### src/common/pipe_ctrl_pkg.sv
// ~~~~~~~~~~~~~~~~~~~~~~~~~~~~~~~~~~~~~~~~~~~~~~~~~~~~~~~~~~~~~~~~~~~~~~~~~~~~
// pipeline control package: stage indices, exception codes, CP0 bit fields
// and exception vector offsets shared by the stall/flush/redirect controller
// ~~~~~~~~~~~~~~~~~~~~~~~~~~~~~~~~~~~~~~~~~~~~~~~~~~~~~~~~~~~~~~~~~~~~~~~~~~~~
`default_nettype none

package pipe_ctrl_pkg;

    // five-stage in-order pipeline
    localparam int num_stages = 5;

    // bit index of each stage in every stall / flush vector
    localparam int stage_if  = 0;
    localparam int stage_id  = 1;
    localparam int stage_ex  = 2;
    localparam int stage_mem = 3;
    localparam int stage_wb  = 4;

    // exception type as reported by the MEM stage
    typedef enum logic [4:0] {
        // no exception pending
        exc_none = 5'd0,
        // external or software interrupt
        exc_intr = 5'd1,
        // TLB refill, has its own vector while EXL is clear
        exc_tlbr = 5'd2,
        // general class, all go to the general vector
        exc_ri   = 5'd3,
        exc_ov   = 5'd4,
        exc_trap = 5'd5,
        exc_sysc = 5'd6,
        exc_bp   = 5'd7,
        exc_ade  = 5'd8,
        exc_tlbi = 5'd9,
        exc_tlbm = 5'd10,
        exc_cpu  = 5'd11,
        // return from exception, redirect to EPC or ErrorEPC
        exc_eret = 5'd12
    } exc_t;

    // Status register fields
    // boot exception vectors
    localparam int status_bev = 22;
    // exception level
    localparam int status_exl = 1;
    // error level, selects ErrorEPC on ERET
    localparam int status_erl = 2;

    // Cause register fields
    // special interrupt vector enable
    localparam int cause_iv = 23;

    // offsets added to the selected vector base
    // TLB refill while EXL clear
    localparam logic [31:0] off_refill  = 32'h0000_0000;
    // general exceptions
    localparam logic [31:0] off_general = 32'h0000_0180;
    // interrupts when IV is set
    localparam logic [31:0] off_intr    = 32'h0000_0200;

endpackage

`default_nettype wire

### src/stall_resolver.sv
// ~~~~~~~~~~~~~~~~~~~~~~~~~~~~~~~~~~~~~~~~~~~~~~~~~~~~~~~~~~~~~~~~~~~~~~~~~~~~
// stall resolver that ripples per-stage stall requests back toward IF and
// marks the stages that must take a bubble while their predecessor is held
// ~~~~~~~~~~~~~~~~~~~~~~~~~~~~~~~~~~~~~~~~~~~~~~~~~~~~~~~~~~~~~~~~~~~~~~~~~~~~
`timescale 1ns/100ps
`default_nettype none

module stall_resolver (
    input  wire logic [pipe_ctrl_pkg::num_stages-1:0] stall_req,
    input  wire logic                                 ex_null,
    input  wire logic                                 mem_null,
    output logic      [pipe_ctrl_pkg::num_stages-1:0] stall_norm,
    output logic      [pipe_ctrl_pkg::num_stages-1:0] bubble_flush
);

    always_comb begin
        // evaluated from WB toward IF so there is no combinational loop
        stall_norm[pipe_ctrl_pkg::stage_wb]  = stall_req[pipe_ctrl_pkg::stage_wb];
        stall_norm[pipe_ctrl_pkg::stage_mem] = stall_req[pipe_ctrl_pkg::stage_mem] |
                                               stall_norm[pipe_ctrl_pkg::stage_wb];
        // an empty MEM slot soaks up a stall from below
        stall_norm[pipe_ctrl_pkg::stage_ex]  = stall_req[pipe_ctrl_pkg::stage_ex] |
                                               stall_req[pipe_ctrl_pkg::stage_if] |
                                               (stall_norm[pipe_ctrl_pkg::stage_mem] &
                                                ~mem_null);
        // same for an empty EX slot
        stall_norm[pipe_ctrl_pkg::stage_id]  = stall_req[pipe_ctrl_pkg::stage_id] |
                                               stall_req[pipe_ctrl_pkg::stage_if] |
                                               (stall_norm[pipe_ctrl_pkg::stage_ex] &
                                                ~ex_null);
        // fetch never runs ahead of decode
        stall_norm[pipe_ctrl_pkg::stage_if]  = stall_norm[pipe_ctrl_pkg::stage_id];
    end

    always_comb begin
        // front stages are held, never bubbled
        bubble_flush[pipe_ctrl_pkg::stage_if]  = 1'b0;
        bubble_flush[pipe_ctrl_pkg::stage_id]  = 1'b0;
        // held predecessor but advancing stage -> insert a bubble
        bubble_flush[pipe_ctrl_pkg::stage_ex]  = stall_norm[pipe_ctrl_pkg::stage_id] &
                                                 ~stall_norm[pipe_ctrl_pkg::stage_ex];
        bubble_flush[pipe_ctrl_pkg::stage_mem] = stall_norm[pipe_ctrl_pkg::stage_ex] &
                                                 ~stall_norm[pipe_ctrl_pkg::stage_mem];
        bubble_flush[pipe_ctrl_pkg::stage_wb]  = stall_norm[pipe_ctrl_pkg::stage_mem] &
                                                 ~stall_norm[pipe_ctrl_pkg::stage_wb];
    end

    // a stall anywhere holds every earlier stage up to the first null slot
    always_comb begin
        assert final (!stall_norm[pipe_ctrl_pkg::stage_wb] ||
                      stall_norm[pipe_ctrl_pkg::stage_mem]);
        assert final (!(stall_norm[pipe_ctrl_pkg::stage_mem] && !mem_null && !ex_null) ||
                      (&stall_norm[pipe_ctrl_pkg::stage_ex:pipe_ctrl_pkg::stage_if]));
        assert final (!(stall_norm[pipe_ctrl_pkg::stage_ex] && !ex_null) ||
                      (&stall_norm[pipe_ctrl_pkg::stage_id:pipe_ctrl_pkg::stage_if]));
    end

endmodule

`default_nettype wire

### src/exc_vector_sel.sv
// ~~~~~~~~~~~~~~~~~~~~~~~~~~~~~~~~~~~~~~~~~~~~~~~~~~~~~~~~~~~~~~~~~~~~~~~~~~~~
// exception vector selector: maps exception type and CP0 state to the
// redirect target address
// ~~~~~~~~~~~~~~~~~~~~~~~~~~~~~~~~~~~~~~~~~~~~~~~~~~~~~~~~~~~~~~~~~~~~~~~~~~~~
`timescale 1ns/100ps
`default_nettype none

module exc_vector_sel #(
    // vector base while BEV is clear
    parameter logic [31:0] normal_base = 32'h8000_0000,
    // vector base while BEV is set
    parameter logic [31:0] boot_base   = 32'hBFC0_0200
) (
    input  wire pipe_ctrl_pkg::exc_t exc_type,
    input  wire logic [31:0]         cp0_status,
    input  wire logic [31:0]         cp0_cause,
    input  wire logic [31:0]         cp0_epc,
    input  wire logic [31:0]         cp0_error_epc,
    output logic      [31:0]         exc_target
);

    logic        bev;
    logic        exl;
    logic        erl;
    logic        iv;
    logic [31:0] vec_base;

    // relevant CP0 control bits
    assign bev = cp0_status[pipe_ctrl_pkg::status_bev];
    assign exl = cp0_status[pipe_ctrl_pkg::status_exl];
    assign erl = cp0_status[pipe_ctrl_pkg::status_erl];
    assign iv  = cp0_cause[pipe_ctrl_pkg::cause_iv];

    // BEV picks bootstrap or normal vectors
    assign vec_base = bev ? boot_base : normal_base;

    always_comb begin
        case (exc_type)
            // IV moves interrupts to their dedicated vector
            pipe_ctrl_pkg::exc_intr: begin
                exc_target = vec_base +
                             (iv ? pipe_ctrl_pkg::off_intr : pipe_ctrl_pkg::off_general);
            end
            // nested refill (EXL already set) takes the general vector
            pipe_ctrl_pkg::exc_tlbr: begin
                exc_target = vec_base +
                             (exl ? pipe_ctrl_pkg::off_general : pipe_ctrl_pkg::off_refill);
            end
            // general class, bus errors are not supported
            pipe_ctrl_pkg::exc_ri,
            pipe_ctrl_pkg::exc_ov,
            pipe_ctrl_pkg::exc_trap,
            pipe_ctrl_pkg::exc_sysc,
            pipe_ctrl_pkg::exc_bp,
            pipe_ctrl_pkg::exc_ade,
            pipe_ctrl_pkg::exc_tlbi,
            pipe_ctrl_pkg::exc_tlbm,
            pipe_ctrl_pkg::exc_cpu: begin
                exc_target = vec_base + pipe_ctrl_pkg::off_general;
            end
            // return to the error PC while ERL is set
            pipe_ctrl_pkg::exc_eret: begin
                exc_target = erl ? cp0_error_epc : cp0_epc;
            end
            default: begin
                exc_target = 32'h0000_0000;
            end
        endcase
    end

    // only enumerated codes may reach the selector
    always_comb begin
        assert final (exc_type inside {pipe_ctrl_pkg::exc_none, pipe_ctrl_pkg::exc_intr,
                                       pipe_ctrl_pkg::exc_tlbr, pipe_ctrl_pkg::exc_ri,
                                       pipe_ctrl_pkg::exc_ov, pipe_ctrl_pkg::exc_trap,
                                       pipe_ctrl_pkg::exc_sysc, pipe_ctrl_pkg::exc_bp,
                                       pipe_ctrl_pkg::exc_ade, pipe_ctrl_pkg::exc_tlbi,
                                       pipe_ctrl_pkg::exc_tlbm, pipe_ctrl_pkg::exc_cpu,
                                       pipe_ctrl_pkg::exc_eret});
    end

endmodule

`default_nettype wire

### src/ctrl_merge.sv
// ~~~~~~~~~~~~~~~~~~~~~~~~~~~~~~~~~~~~~~~~~~~~~~~~~~~~~~~~~~~~~~~~~~~~~~~~~~~~
// control merge where exceptions override normal stalls, outputs registered
// ~~~~~~~~~~~~~~~~~~~~~~~~~~~~~~~~~~~~~~~~~~~~~~~~~~~~~~~~~~~~~~~~~~~~~~~~~~~~
`timescale 1ns/100ps
`default_nettype none

module ctrl_merge (
    input  wire logic                                 clk,
    input  wire logic                                 arst_n,
    input  wire logic                                 exc_flag,
    input  wire logic [pipe_ctrl_pkg::num_stages-1:0] stall_norm,
    input  wire logic [pipe_ctrl_pkg::num_stages-1:0] bubble_flush,
    input  wire logic [31:0]                          exc_target,
    output logic      [pipe_ctrl_pkg::num_stages-1:0] stall,
    output logic      [pipe_ctrl_pkg::num_stages-1:0] flush,
    output logic      [31:0]                          redirect_pc,
    output logic                                      redirect_valid
);

    logic [pipe_ctrl_pkg::num_stages-1:0] stall_nxt;
    logic [pipe_ctrl_pkg::num_stages-1:0] flush_nxt;
    logic [31:0]                          redirect_pc_nxt;

    always_comb begin
        if (exc_flag) begin
            // exception wins so every stage is released and the pipe squashed
            stall_nxt       = '0;
            flush_nxt       = '1;
            redirect_pc_nxt = exc_target;
        end else begin
            // normal flow passes the resolver result straight through
            stall_nxt       = stall_norm;
            flush_nxt       = bubble_flush;
            redirect_pc_nxt = 32'h0000_0000;
        end
    end

    // one cycle of latency on every output
    always_ff @(posedge clk or negedge arst_n) begin
        if (!arst_n) begin
            stall          <= '0;
            flush          <= '0;
            redirect_pc    <= 32'h0000_0000;
            redirect_valid <= 1'b0;
        end else begin
            stall          <= stall_nxt;
            flush          <= flush_nxt;
            redirect_pc    <= redirect_pc_nxt;
            // strobe follows the exception flag
            redirect_valid <= exc_flag;
        end
    end

    // a redirect never leaves any stage stalled
    redirect_no_stall_a : assert property (
        @(posedge clk) disable iff (!arst_n)
        redirect_valid |-> (stall == '0)
    );

    // a redirect always flushes every stage
    redirect_full_flush_a : assert property (
        @(posedge clk) disable iff (!arst_n)
        redirect_valid |-> (&flush)
    );

endmodule

`default_nettype wire

### src/pipe_ctrl_top.sv
// ~~~~~~~~~~~~~~~~~~~~~~~~~~~~~~~~~~~~~~~~~~~~~~~~~~~~~~~~~~~~~~~~~~~~~~~~~~~~
// pipeline stall / flush / exception redirect controller, top level
// ~~~~~~~~~~~~~~~~~~~~~~~~~~~~~~~~~~~~~~~~~~~~~~~~~~~~~~~~~~~~~~~~~~~~~~~~~~~~
`timescale 1ns/100ps
`default_nettype none

module pipe_ctrl_top #(
    parameter logic [31:0] normal_base = 32'h8000_0000,
    parameter logic [31:0] boot_base   = 32'hBFC0_0200
) (
    input  wire logic                                 clk,
    input  wire logic                                 arst_n,
    input  wire logic [pipe_ctrl_pkg::num_stages-1:0] stall_req,
    input  wire logic                                 ex_null,
    input  wire logic                                 mem_null,
    input  wire logic                                 exc_flag,
    input  wire pipe_ctrl_pkg::exc_t                  exc_type,
    input  wire logic [31:0]                          cp0_status,
    input  wire logic [31:0]                          cp0_cause,
    input  wire logic [31:0]                          cp0_epc,
    input  wire logic [31:0]                          cp0_error_epc,
    output logic      [pipe_ctrl_pkg::num_stages-1:0] stall,
    output logic      [pipe_ctrl_pkg::num_stages-1:0] flush,
    output logic      [31:0]                          redirect_pc,
    output logic                                      redirect_valid
);

    // resolver and selector outputs, both combinational
    logic [pipe_ctrl_pkg::num_stages-1:0] stall_norm;
    logic [pipe_ctrl_pkg::num_stages-1:0] bubble_flush;
    logic [31:0]                          exc_target;

    stall_resolver u_stall_resolver (
        .stall_req    (stall_req),
        .ex_null      (ex_null),
        .mem_null     (mem_null),
        .stall_norm   (stall_norm),
        .bubble_flush (bubble_flush)
    );

    exc_vector_sel #(
        .normal_base (normal_base),
        .boot_base   (boot_base)
    ) u_exc_vector_sel (
        .exc_type      (exc_type),
        .cp0_status    (cp0_status),
        .cp0_cause     (cp0_cause),
        .cp0_epc       (cp0_epc),
        .cp0_error_epc (cp0_error_epc),
        .exc_target    (exc_target)
    );

    // priority merge and output registers
    ctrl_merge u_ctrl_merge (
        .clk            (clk),
        .arst_n         (arst_n),
        .exc_flag       (exc_flag),
        .stall_norm     (stall_norm),
        .bubble_flush   (bubble_flush),
        .exc_target     (exc_target),
        .stall          (stall),
        .flush          (flush),
        .redirect_pc    (redirect_pc),
        .redirect_valid (redirect_valid)
    );

endmodule

`default_nettype wire

### config.mk
export PLATFORM = sky130hd
export DESIGN_NAME = pipe_ctrl_top
export DESIGN_NICKNAME = d
export VERILOG_FILES = /design/src/common/pipe_ctrl_pkg.sv /design/src/stall_resolver.sv /design/src/exc_vector_sel.sv /design/src/ctrl_merge.sv /design/src/pipe_ctrl_top.sv
export SDC_FILE = /design/constraint.sdc
export NUM_CORES = 1
export LEC_CHECK = 0
export BUFFER_PORTS_ARGS = -buffer_cell sky130_fd_sc_hd__buf_2
export CAP_MARGIN = 15
export CORE_MARGIN = 1
export CORE_UTILIZATION = 43
export CTS_BUF_LIST = sky130_fd_sc_hd__clkbuf_4
export CTS_CLUSTER_SIZE = 16
export DETAILED_ROUTE_END_ITERATION = 10
export PLACE_DENSITY = 0.89
export SYNTH_ARGS = -nofsm -noshare
export SYNTH_HDL_FRONTEND = slang
export SYNTH_HIERARCHICAL = 1
export SYNTH_SLANG_ARGS = --single-unit
### constraint.sdc
create_clock -name clk -period 0.8 [get_ports clk]
set_clock_uncertainty 0.05 [all_clocks]
set_input_delay 0.08 -clock clk [delete_from_list [all_inputs] [get_ports clk]]
set_output_delay 0.08 -clock clk [all_outputs]
set_load 0.05 [all_outputs]
==> impl_summary.log, run 1 <==
INFO  metric status = finished with violations
INFO  metric failing_checks = setup timing
INFO  metric diodes = 0
INFO  metric place_ws = -501 ps
INFO  metric timing.critical_path.cells = buf_6
INFO  metric dp.final_hpwl = 4060 µm
INFO  metric cp.required = 670 ps
INFO  metric start_util = 45.4%
INFO  metric number_of_antenna_violations_at_the_first_check_in_global_routing = 0
INFO  metric cts-buffers-inserted = 5
INFO  metric synth_area_per_cell = 11.1 µm²
INFO  metric cts.root.buffer_cell = clkbuf_4
INFO  metric crit_path_top_delay_cell = dfrtp_1
INFO  metric path_clk_slew = 140 ps
INFO  metric rsz_0062_raised_after_global_routing = yes
INFO  metric critical_path_class = reg2out
INFO  metric layout-area-overhead-vs-synth = 76.5%
INFO  metric postSynth.asyncResetShare = 100%
INFO  metric cpPeakStageDelay = 430 ps
INFO  metric fp.dieW = 73.1 µm
INFO  metric dr_total_vias = 2023
INFO  metric maximum_number_of_pins_on_one_net_before_global_route_repair = 44
INFO  metric timing.final.hold_violations = 0
INFO  metric critical_path.n_buffers_inverters = 1
INFO  metric placement_rows = 25
INFO  metric htree_num_levels = 2
INFO  metric tritoncts = yes
INFO  metric cts_max_path_buffers = 2
INFO  metric postRouteWirelength = 6900 µm
INFO  metric power-per-cell-area = 1300 nW/µm²
INFO  metric detail_route.drc_violations = 0
INFO  metric syn-cell-area = 2170 µm²
INFO  metric layout-drive-gt1-share = 69.6%
INFO  metric io_pins = 186
INFO  metric post-synth-top-area-fraction = 49.5%
INFO  metric main_combinational_cell_family_by_area_after_synthesis = simple AND/OR/NAND/NOR gates
INFO  metric timing.critical_path.fanout_max = 1
INFO  metric remaining_antenna_violation_count_after_routing = 0
INFO  metric setup.worst_path.start_class = flip-flop
INFO  metric synth_xor_area_share = 0.403%
INFO  metric netlist_instances = 196
INFO  metric final_net_count = 488
INFO  metric hold_path_class = in2reg
INFO  metric power.total = 4.97 mW
INFO  metric nFillCells = 283
INFO  metric synth_adder_area_share = 0.575%
INFO  metric maximum_vdd_drop = 0.000904 V
INFO  metric grt_first_pass_wirelength = 8970 µm
INFO  metric vias_in_the_first_global_route = 1891
INFO  metric min_period_over_period = 133%
INFO  metric cap_viol_max_count = 0
INFO  metric io_buffers = 125
INFO  metric die-area = 5350 µm²
INFO  metric synth_mux_area_share = 14.7%
INFO  metric synth_edf_count = 0
INFO  metric detailedRoute.firstPassIterationCount = 4
INFO  metric timing_max_transition_violations_final = 0
INFO  metric vias_per_cell = 4.91
INFO  metric critical_path_arrival = 930 ps
INFO  metric crit_family = flip-flops
INFO  metric final.setup.worst_slack = -263 ps
INFO  metric synth_seq_area_share = 49.5%
INFO  metric synth.top_cells.by_area = dfrtp_1 49%, mux2i_1 15%, and2_2 10%
INFO  metric library_cell_with_the_largest_summed_area_after_synthesis = dfrtp_1
INFO  metric synth-compound-area-share = 6.33%
INFO  metric synth_simple_gate_area_share = 23.1%
INFO  metric die_height = 73.1 µm
INFO  metric grt_use_total = 22.7%
INFO  metric clock_sinks = 43
INFO  metric ys_seq_elements = 43
INFO  metric setup.worst_path.end_class = output pin
INFO  metric place_congestion = 0.755
INFO  metric wire_per_inst = 16.8 µm
INFO  metric ys_types = 37
INFO  metric period_needed = 1060 ps
INFO  metric drtIter0Drc = 133
INFO  metric max_freq = 941 MHz
INFO  metric design.core.area = 4790 µm²
INFO  metric ys_dominant_reg_cell = dfrtp_1
INFO  metric synth-warning-count = 6
INFO  metric globalRouteOverflowTotal = 0
INFO  metric final-setup-viol-count = 75
INFO  metric leakagePower = 1.94 nW
## cell usage in the layout, fill, tap and decap left out, types with 2 or more instances in the layout
master | Yosys | layout
and2b_2 | 2 | 2
nand3_4 | 1 | 2
nand3_2 | 0 | 2
nor2_4 | 0 | 17
o211ai_1 | 3 | 3
inv_1 | 3 | 3
buf_16 | 0 | 2
and2_1 | 2 | 2
and2_4 | 0 | 26
nor2b_1 | 4 | 4
nor3_4 | 0 | 2
buf_6 | 2 | 46
buf_8 | 0 | 3
mux2i_2 | 0 | 5
conb_1 | 1 | 2
o21ai_1 | 9 | 2
nor2_1 | 21 | 4
o21ai_2 | 1 | 9
mux2i_1 | 32 | 27
dfrtp_1 | 43 | 43
clkbuf_4 | 0 | 5
and2_2 | 30 | 4
or2_1 | 5 | 5
buf_2 | 7 | 77
buf_12 | 0 | 8
buf_4 | 4 | 19
## repair_timing
item / 4_1_cts / 5_1_grt
hold buffers: 1 / 0
endpoints found under the setup margin: 65 / 75
pin swaps: 21 / 39
gates cloned: 2 / 0
buffers inserted: 6 / 5
endpoints found under the hold margin: 43 / 0
gates resized for setup: 115 / 69
## metrics by stage
| stage | TNS [ps] | std cells | area, µm² | hold WS, ps | util [%] |
|---|---|---|---|---|---|
| finish | -12820 | 412 | 3840 | 31.7 | 80.2 |
| global route | -14800 | 412 | 3840 | 10.6 | 80.2 |
| CTS | -11620 | 407 | 3570 | 14.1 | 74.6 |
| detailed placement | -12900 | 390 | 2980 | 18.7 | 62.3 |
| global placement | -11950 | 390 | 2980 | 13.2 | 62.3 |
| floorplan | -4910 | 197 | 2250 | -266 | - |
## where the power goes
part	switching, mW	internal (mW)
combinational	0.737	0.629
sequential	0.0350	2.24
clock	0.688	0.644
## layer usage
metal,share of wire (%),GRT usage [%],wire length (µm)
met1,35,24.6,2440
met2,58,44.8,4000
met3,4.7,5.11,325
met4,1.9,4.14,132
met5,0,0,0
## state kept, by name, indices dropped and copies added (netlist names)
register	cells
u_ctrl_merge/stall	5
u_ctrl_merge/redirect_valid	1
u_ctrl_merge/redirect_pc	32
u_ctrl_merge/flush	5
## cell usage after synthesis (all sizes together) (2+ instances only)
| cell | instances |
|---|---|
| nor2b | 4 |
| nor3 | 3 |
| or2 | 5 |
| and2 | 32 |
| and2b | 2 |
| inv | 3 |
| nor2 | 22 |
| o21ai | 11 |
| dfrtp | 43 |
| nand3 | 5 |
| clkbuf | 3 |
| buf | 13 |
| and3b | 2 |
| o211ai | 3 |
| o311ai | 2 |
| mux2i | 32 |
## cell type report
| type | count | area, µm² | area share [%] |
|---|---|---|---|
| clock inverter | 3 | 38.8 | 1.01 |
| multi-input combinational | 135 | 1270 | 33.2 |
| timing repair buffer | 156 | 1320 | 34.3 |
| inverter | 3 | 11.3 | 0.293 |
| sequential | 43 | 1080 | 28.0 |
| clock buffer | 5 | 37.5 | 0.978 |
| tap | 67 | 83.8 | 2.18 |
## cell families after synthesis
family	after synthesis
adders and majority gates	1
muxes	32
AOI/OAI and AO/OA	20
and+or+nand+nor	79
other	1
xor gates and xnor gates	1
DFF	43
buffers and inverters	19
## worst paths after layout
kind,to,cells after the start,startpoint
min in group asynchronous,u_ctrl_merge/redirect_pc[2],3,arst_n
worst max-delay path,redirect_pc[12],1,u_ctrl_merge/redirect_pc[12]
max in group asynchronous,u_ctrl_merge/redirect_pc[19],3,arst_n
worst min-delay path,u_ctrl_merge/stall[2],3,mem_null
Note: power is estimated with default switching activity, not from simulation.
==> run 2: changes to the inputs <==
Settings changed: CELL_PAD_IN_SITES_DETAIL_PLACEMENT set to 0, CELL_PAD_IN_SITES_GLOBAL_PLACEMENT set to 1, CORE_UTILIZATION 43 to 29, PLACE_DENSITY 0.89 to unset, PLACE_DENSITY_LB_ADDON set to 0.1.
==> run 2 against run 1 <==
The flow finishes with violations (hold timing, setup timing). Clock power increased by 3%. Die area increased by 47%. Count of clock-buffer cells in the layout unchanged. Cell count increased by 7.0%. Via count decreased by 7.4%. Cell area decreased by 7.8%. Sequential cell count unchanged. Global-route usage decreased by 8.7 points. Sequential share of layout area increased by 2.4 points. Fmax increased by 2.1%. Largest cell class unchanged. Highest routed layer unchanged.
==> impl_summary.log, run 2 (synthesis results as in run 1) <==
INFO  metric final-setup-viol-count = 55 (was 75)
INFO  metric detailedRoute.firstPassIterationCount = 6 (was 4)
INFO  metric maximum_number_of_pins_on_one_net_before_global_route_repair = 44 (unchanged)
INFO  metric io_pins = 186 (unchanged)
INFO  metric cp.required = 670 ps (about the same)
INFO  metric vias_in_the_first_global_route = 1826 (was 1891)
INFO  metric path_clk_slew = 120 ps (was 140 ps)
INFO  metric final.setup.worst_slack = -242 ps (was -263 ps)
INFO  metric cpPeakStageDelay = 410 ps (was 430 ps)
INFO  metric failing_checks = hold timing, setup timing (was setup timing)
INFO  metric hold_path_class = in2reg (unchanged)
INFO  metric registers.top_by_ff_count = u_ctrl_merge/redirect_pc (unchanged)
INFO  metric grt_use_total = 14.0% (was 22.7%)
INFO  metric rsz_0062_raised_after_global_routing = yes (unchanged)
INFO  metric worst_setup_path_startpoint = u_ctrl_merge/redirect_pc[20] (was u_ctrl_merge/redirect_pc[12])
INFO  metric max_freq = 960 MHz (was 941 MHz)
INFO  metric design.core.area = 7250 µm² (was 4790 µm²)
INFO  metric multi_input_gate_area = 1050 µm² (was 1270 µm²)
INFO  metric seqCellArea = 1080 µm² (unchanged)
INFO  metric placement_rows = 31 (was 25)
INFO  metric period_needed = 1040 ps (was 1060 ps)
INFO  metric place_congestion = 0.813 (was 0.755)
INFO  metric power.total = 4.83 mW (was 4.97 mW)
INFO  metric hold-worst-slack = -2.92 ps (was 31.7 ps)
INFO  metric postRouteWirelength = 5340 µm (was 6900 µm)
INFO  metric vias_per_cell = 4.25 (was 4.91)
INFO  metric dr_total_vias = 1874 (was 2023)
INFO  metric setup.worst_path.end_class = output pin (unchanged)
INFO  metric cts-buffers-inserted = 5 (unchanged)
INFO  metric largestRegisters = u_ctrl_merge/redirect_pc x32, u_ctrl_merge/flush x5, u_ctrl_merge/stall x5 (unchanged)
INFO  metric mostFrequentLayoutCells = 80 x buf_2, 46 x buf_6, 43 x dfrtp_1, 32 x mux2i_1 (was 77 x buf_2, 46 x buf_6, 43 x dfrtp_1, 27 x mux2i_1, 26 x and2_4)
INFO  metric timing_max_transition_violations_final = 0 (unchanged)
INFO  metric critical_path.n_buffers_inverters = 1 (unchanged)
INFO  metric timing.critical_path.cells = buf_6 (unchanged)
INFO  metric nFillCells = 719 (was 283)
INFO  metric detail_route.drc_violations = 0 (unchanged)
INFO  metric die-area = 7850 µm² (was 5350 µm²)
INFO  metric worst_hold_startpoint = stall_req[1] (was mem_null)
INFO  metric status = finished with violations (unchanged)
INFO  metric power.share.combinational = 24.6% (was 27.5%)
INFO  metric wire_per_inst = 12.1 µm (was 16.8 µm)
INFO  metric fp.dieW = 88.6 µm (was 73.1 µm)
INFO  metric tritoncts = yes (unchanged)
INFO  metric remaining_antenna_violation_count_after_routing = 0 (unchanged)
INFO  metric switching_share = 28.3% (was 29.4%)
INFO  metric clock_sinks = 43 (unchanged)
INFO  metric cts_max_path_buffers = 2 (unchanged)
INFO  metric timing.final.hold_violations = 1 (was 0)
INFO  metric layout-drive-gt1-share = 60.2% (was 69.6%)
INFO  metric timing.critical_path.fanout_max = 1 (unchanged)
INFO  metric cap_viol_max_count = 0 (unchanged)
INFO  metric leakagePower = 1.86 nW (was 1.94 nW)
INFO  metric mostFrequentLayoutCell = buf_2 (unchanged)
INFO  metric setup.worst_path.start_class = flip-flop (unchanged)
INFO  metric cts.root.buffer_cell = clkbuf_4 (unchanged)
INFO  metric internal-power = 3.46 mW (was 3.51 mW)
INFO  metric power-per-cell-area = 1360 nW/µm² (was 1300 nW/µm²)
INFO  metric maximum_vdd_drop = 0.000602 V (was 0.000904 V)
INFO  metric pwr-share-clk = 28.4% (was 26.8%)
INFO  metric grt_first_pass_wirelength = 8220 µm (was 8970 µm)
INFO  metric drtIter0Drc = 21 (was 133)
INFO  metric dp.final_hpwl = 4070 µm (was 4060 µm)
INFO  metric start_util = 30.0% (was 45.4%)
INFO  metric die_height = 88.6 µm (was 73.1 µm)
INFO  metric critical_path_class = reg2out (unchanged)
INFO  metric critical_path_arrival = 910 ps (was 930 ps)
INFO  metric globalRouteOverflowTotal = 0 (unchanged)
INFO  metric min_period_over_period = 130% (was 133%)
INFO  metric crit_path_top_delay_cell = dfrtp_1 (unchanged)
INFO  metric htree_num_levels = 2 (unchanged)
INFO  metric p_seq_share = 47.0% (was 45.7%)
INFO  metric io_buffers = 125 (unchanged)
INFO  metric layout-area-overhead-vs-synth = 62.7% (was 76.5%)
INFO  metric final_net_count = 485 (was 488)
INFO  metric total_switching_power = 1.36 mW (was 1.46 mW)
INFO  metric max_ffs_per_register = 32 (unchanged)
INFO  metric diodes = 0 (unchanged)
INFO  metric number_of_antenna_violations_at_the_first_check_in_global_routing = 0 (unchanged)
INFO  metric crit_family = flip-flops (unchanged)
-- run 2: cell types whose count changed in the layout (fill, tap and decap cells not counted), sizes merged --
cell	delta
dlygate4sd3	+2
buf	-5
-- run 2: power by group through the flow --
stage               combinational, mW  clock, mW  sequential (mW)
floorplan                       0.366          0             2.54
global placement                 1.07          0             2.29
detailed placement               1.07          0             2.30
CTS                              1.18       1.45             2.27
global route                     1.28       1.54             2.28
finish                           1.19       1.37             2.27
-- run 2: through the flow --
stage               std cells  utilization [%]  instance area (µm²)  setup TNS, ps  worst slack (ps)
floorplan                 197                -                 2250          -4910              -278
global placement          426             42.2                 3060         -12560              -459
detailed placement        426             42.2                 3060         -12290              -460
CTS                       438             48.0                 3480         -11390              -273
global route              441             48.8                 3540         -12840              -311
finish                    441             48.8                 3540         -10520              -242
-- run 2: what timing repair did --
action                     4_1_cts  5_1_grt
pin swaps                        5        4
setup endpoints to repair       55       75
hold buffers                     3        1
hold endpoints to repair        48        4
resized for setup               94       10
buffers inserted                 1        2
cloned                           0        1
-- run 2: layer usage --
layer / up-vias / global-route usage [%] / share of wire [%]
met5: - / 0 / 0
met4: 0 / 4.40 / 0.47
met3: 3 / 3.08 / 6.5
met2: 80 / 25.6 / 53
met1: 858 / 16.2 / 40
li1: 933 / - / -
-- run 2: worst paths after layout --
check	depth (start not counted)	to	slack, ps
max	1	redirect_pc[20]	-240
min	3	u_ctrl_merge/flush[2]	-3
max in group asynchronous	3	u_ctrl_merge/redirect_pc[18]	340
min in group asynchronous	3	u_ctrl_merge/redirect_pc[6]	160
-- run 2: layout make-up --
type,count,area share (%)
multi-input cells,135,29.7
well taps,99,3.50
clock inverters,3,1.24
repair buffers,153,33.7
flip-flops and latches,43,30.4
clock buffers,5,1.06
inverters,3,0.318
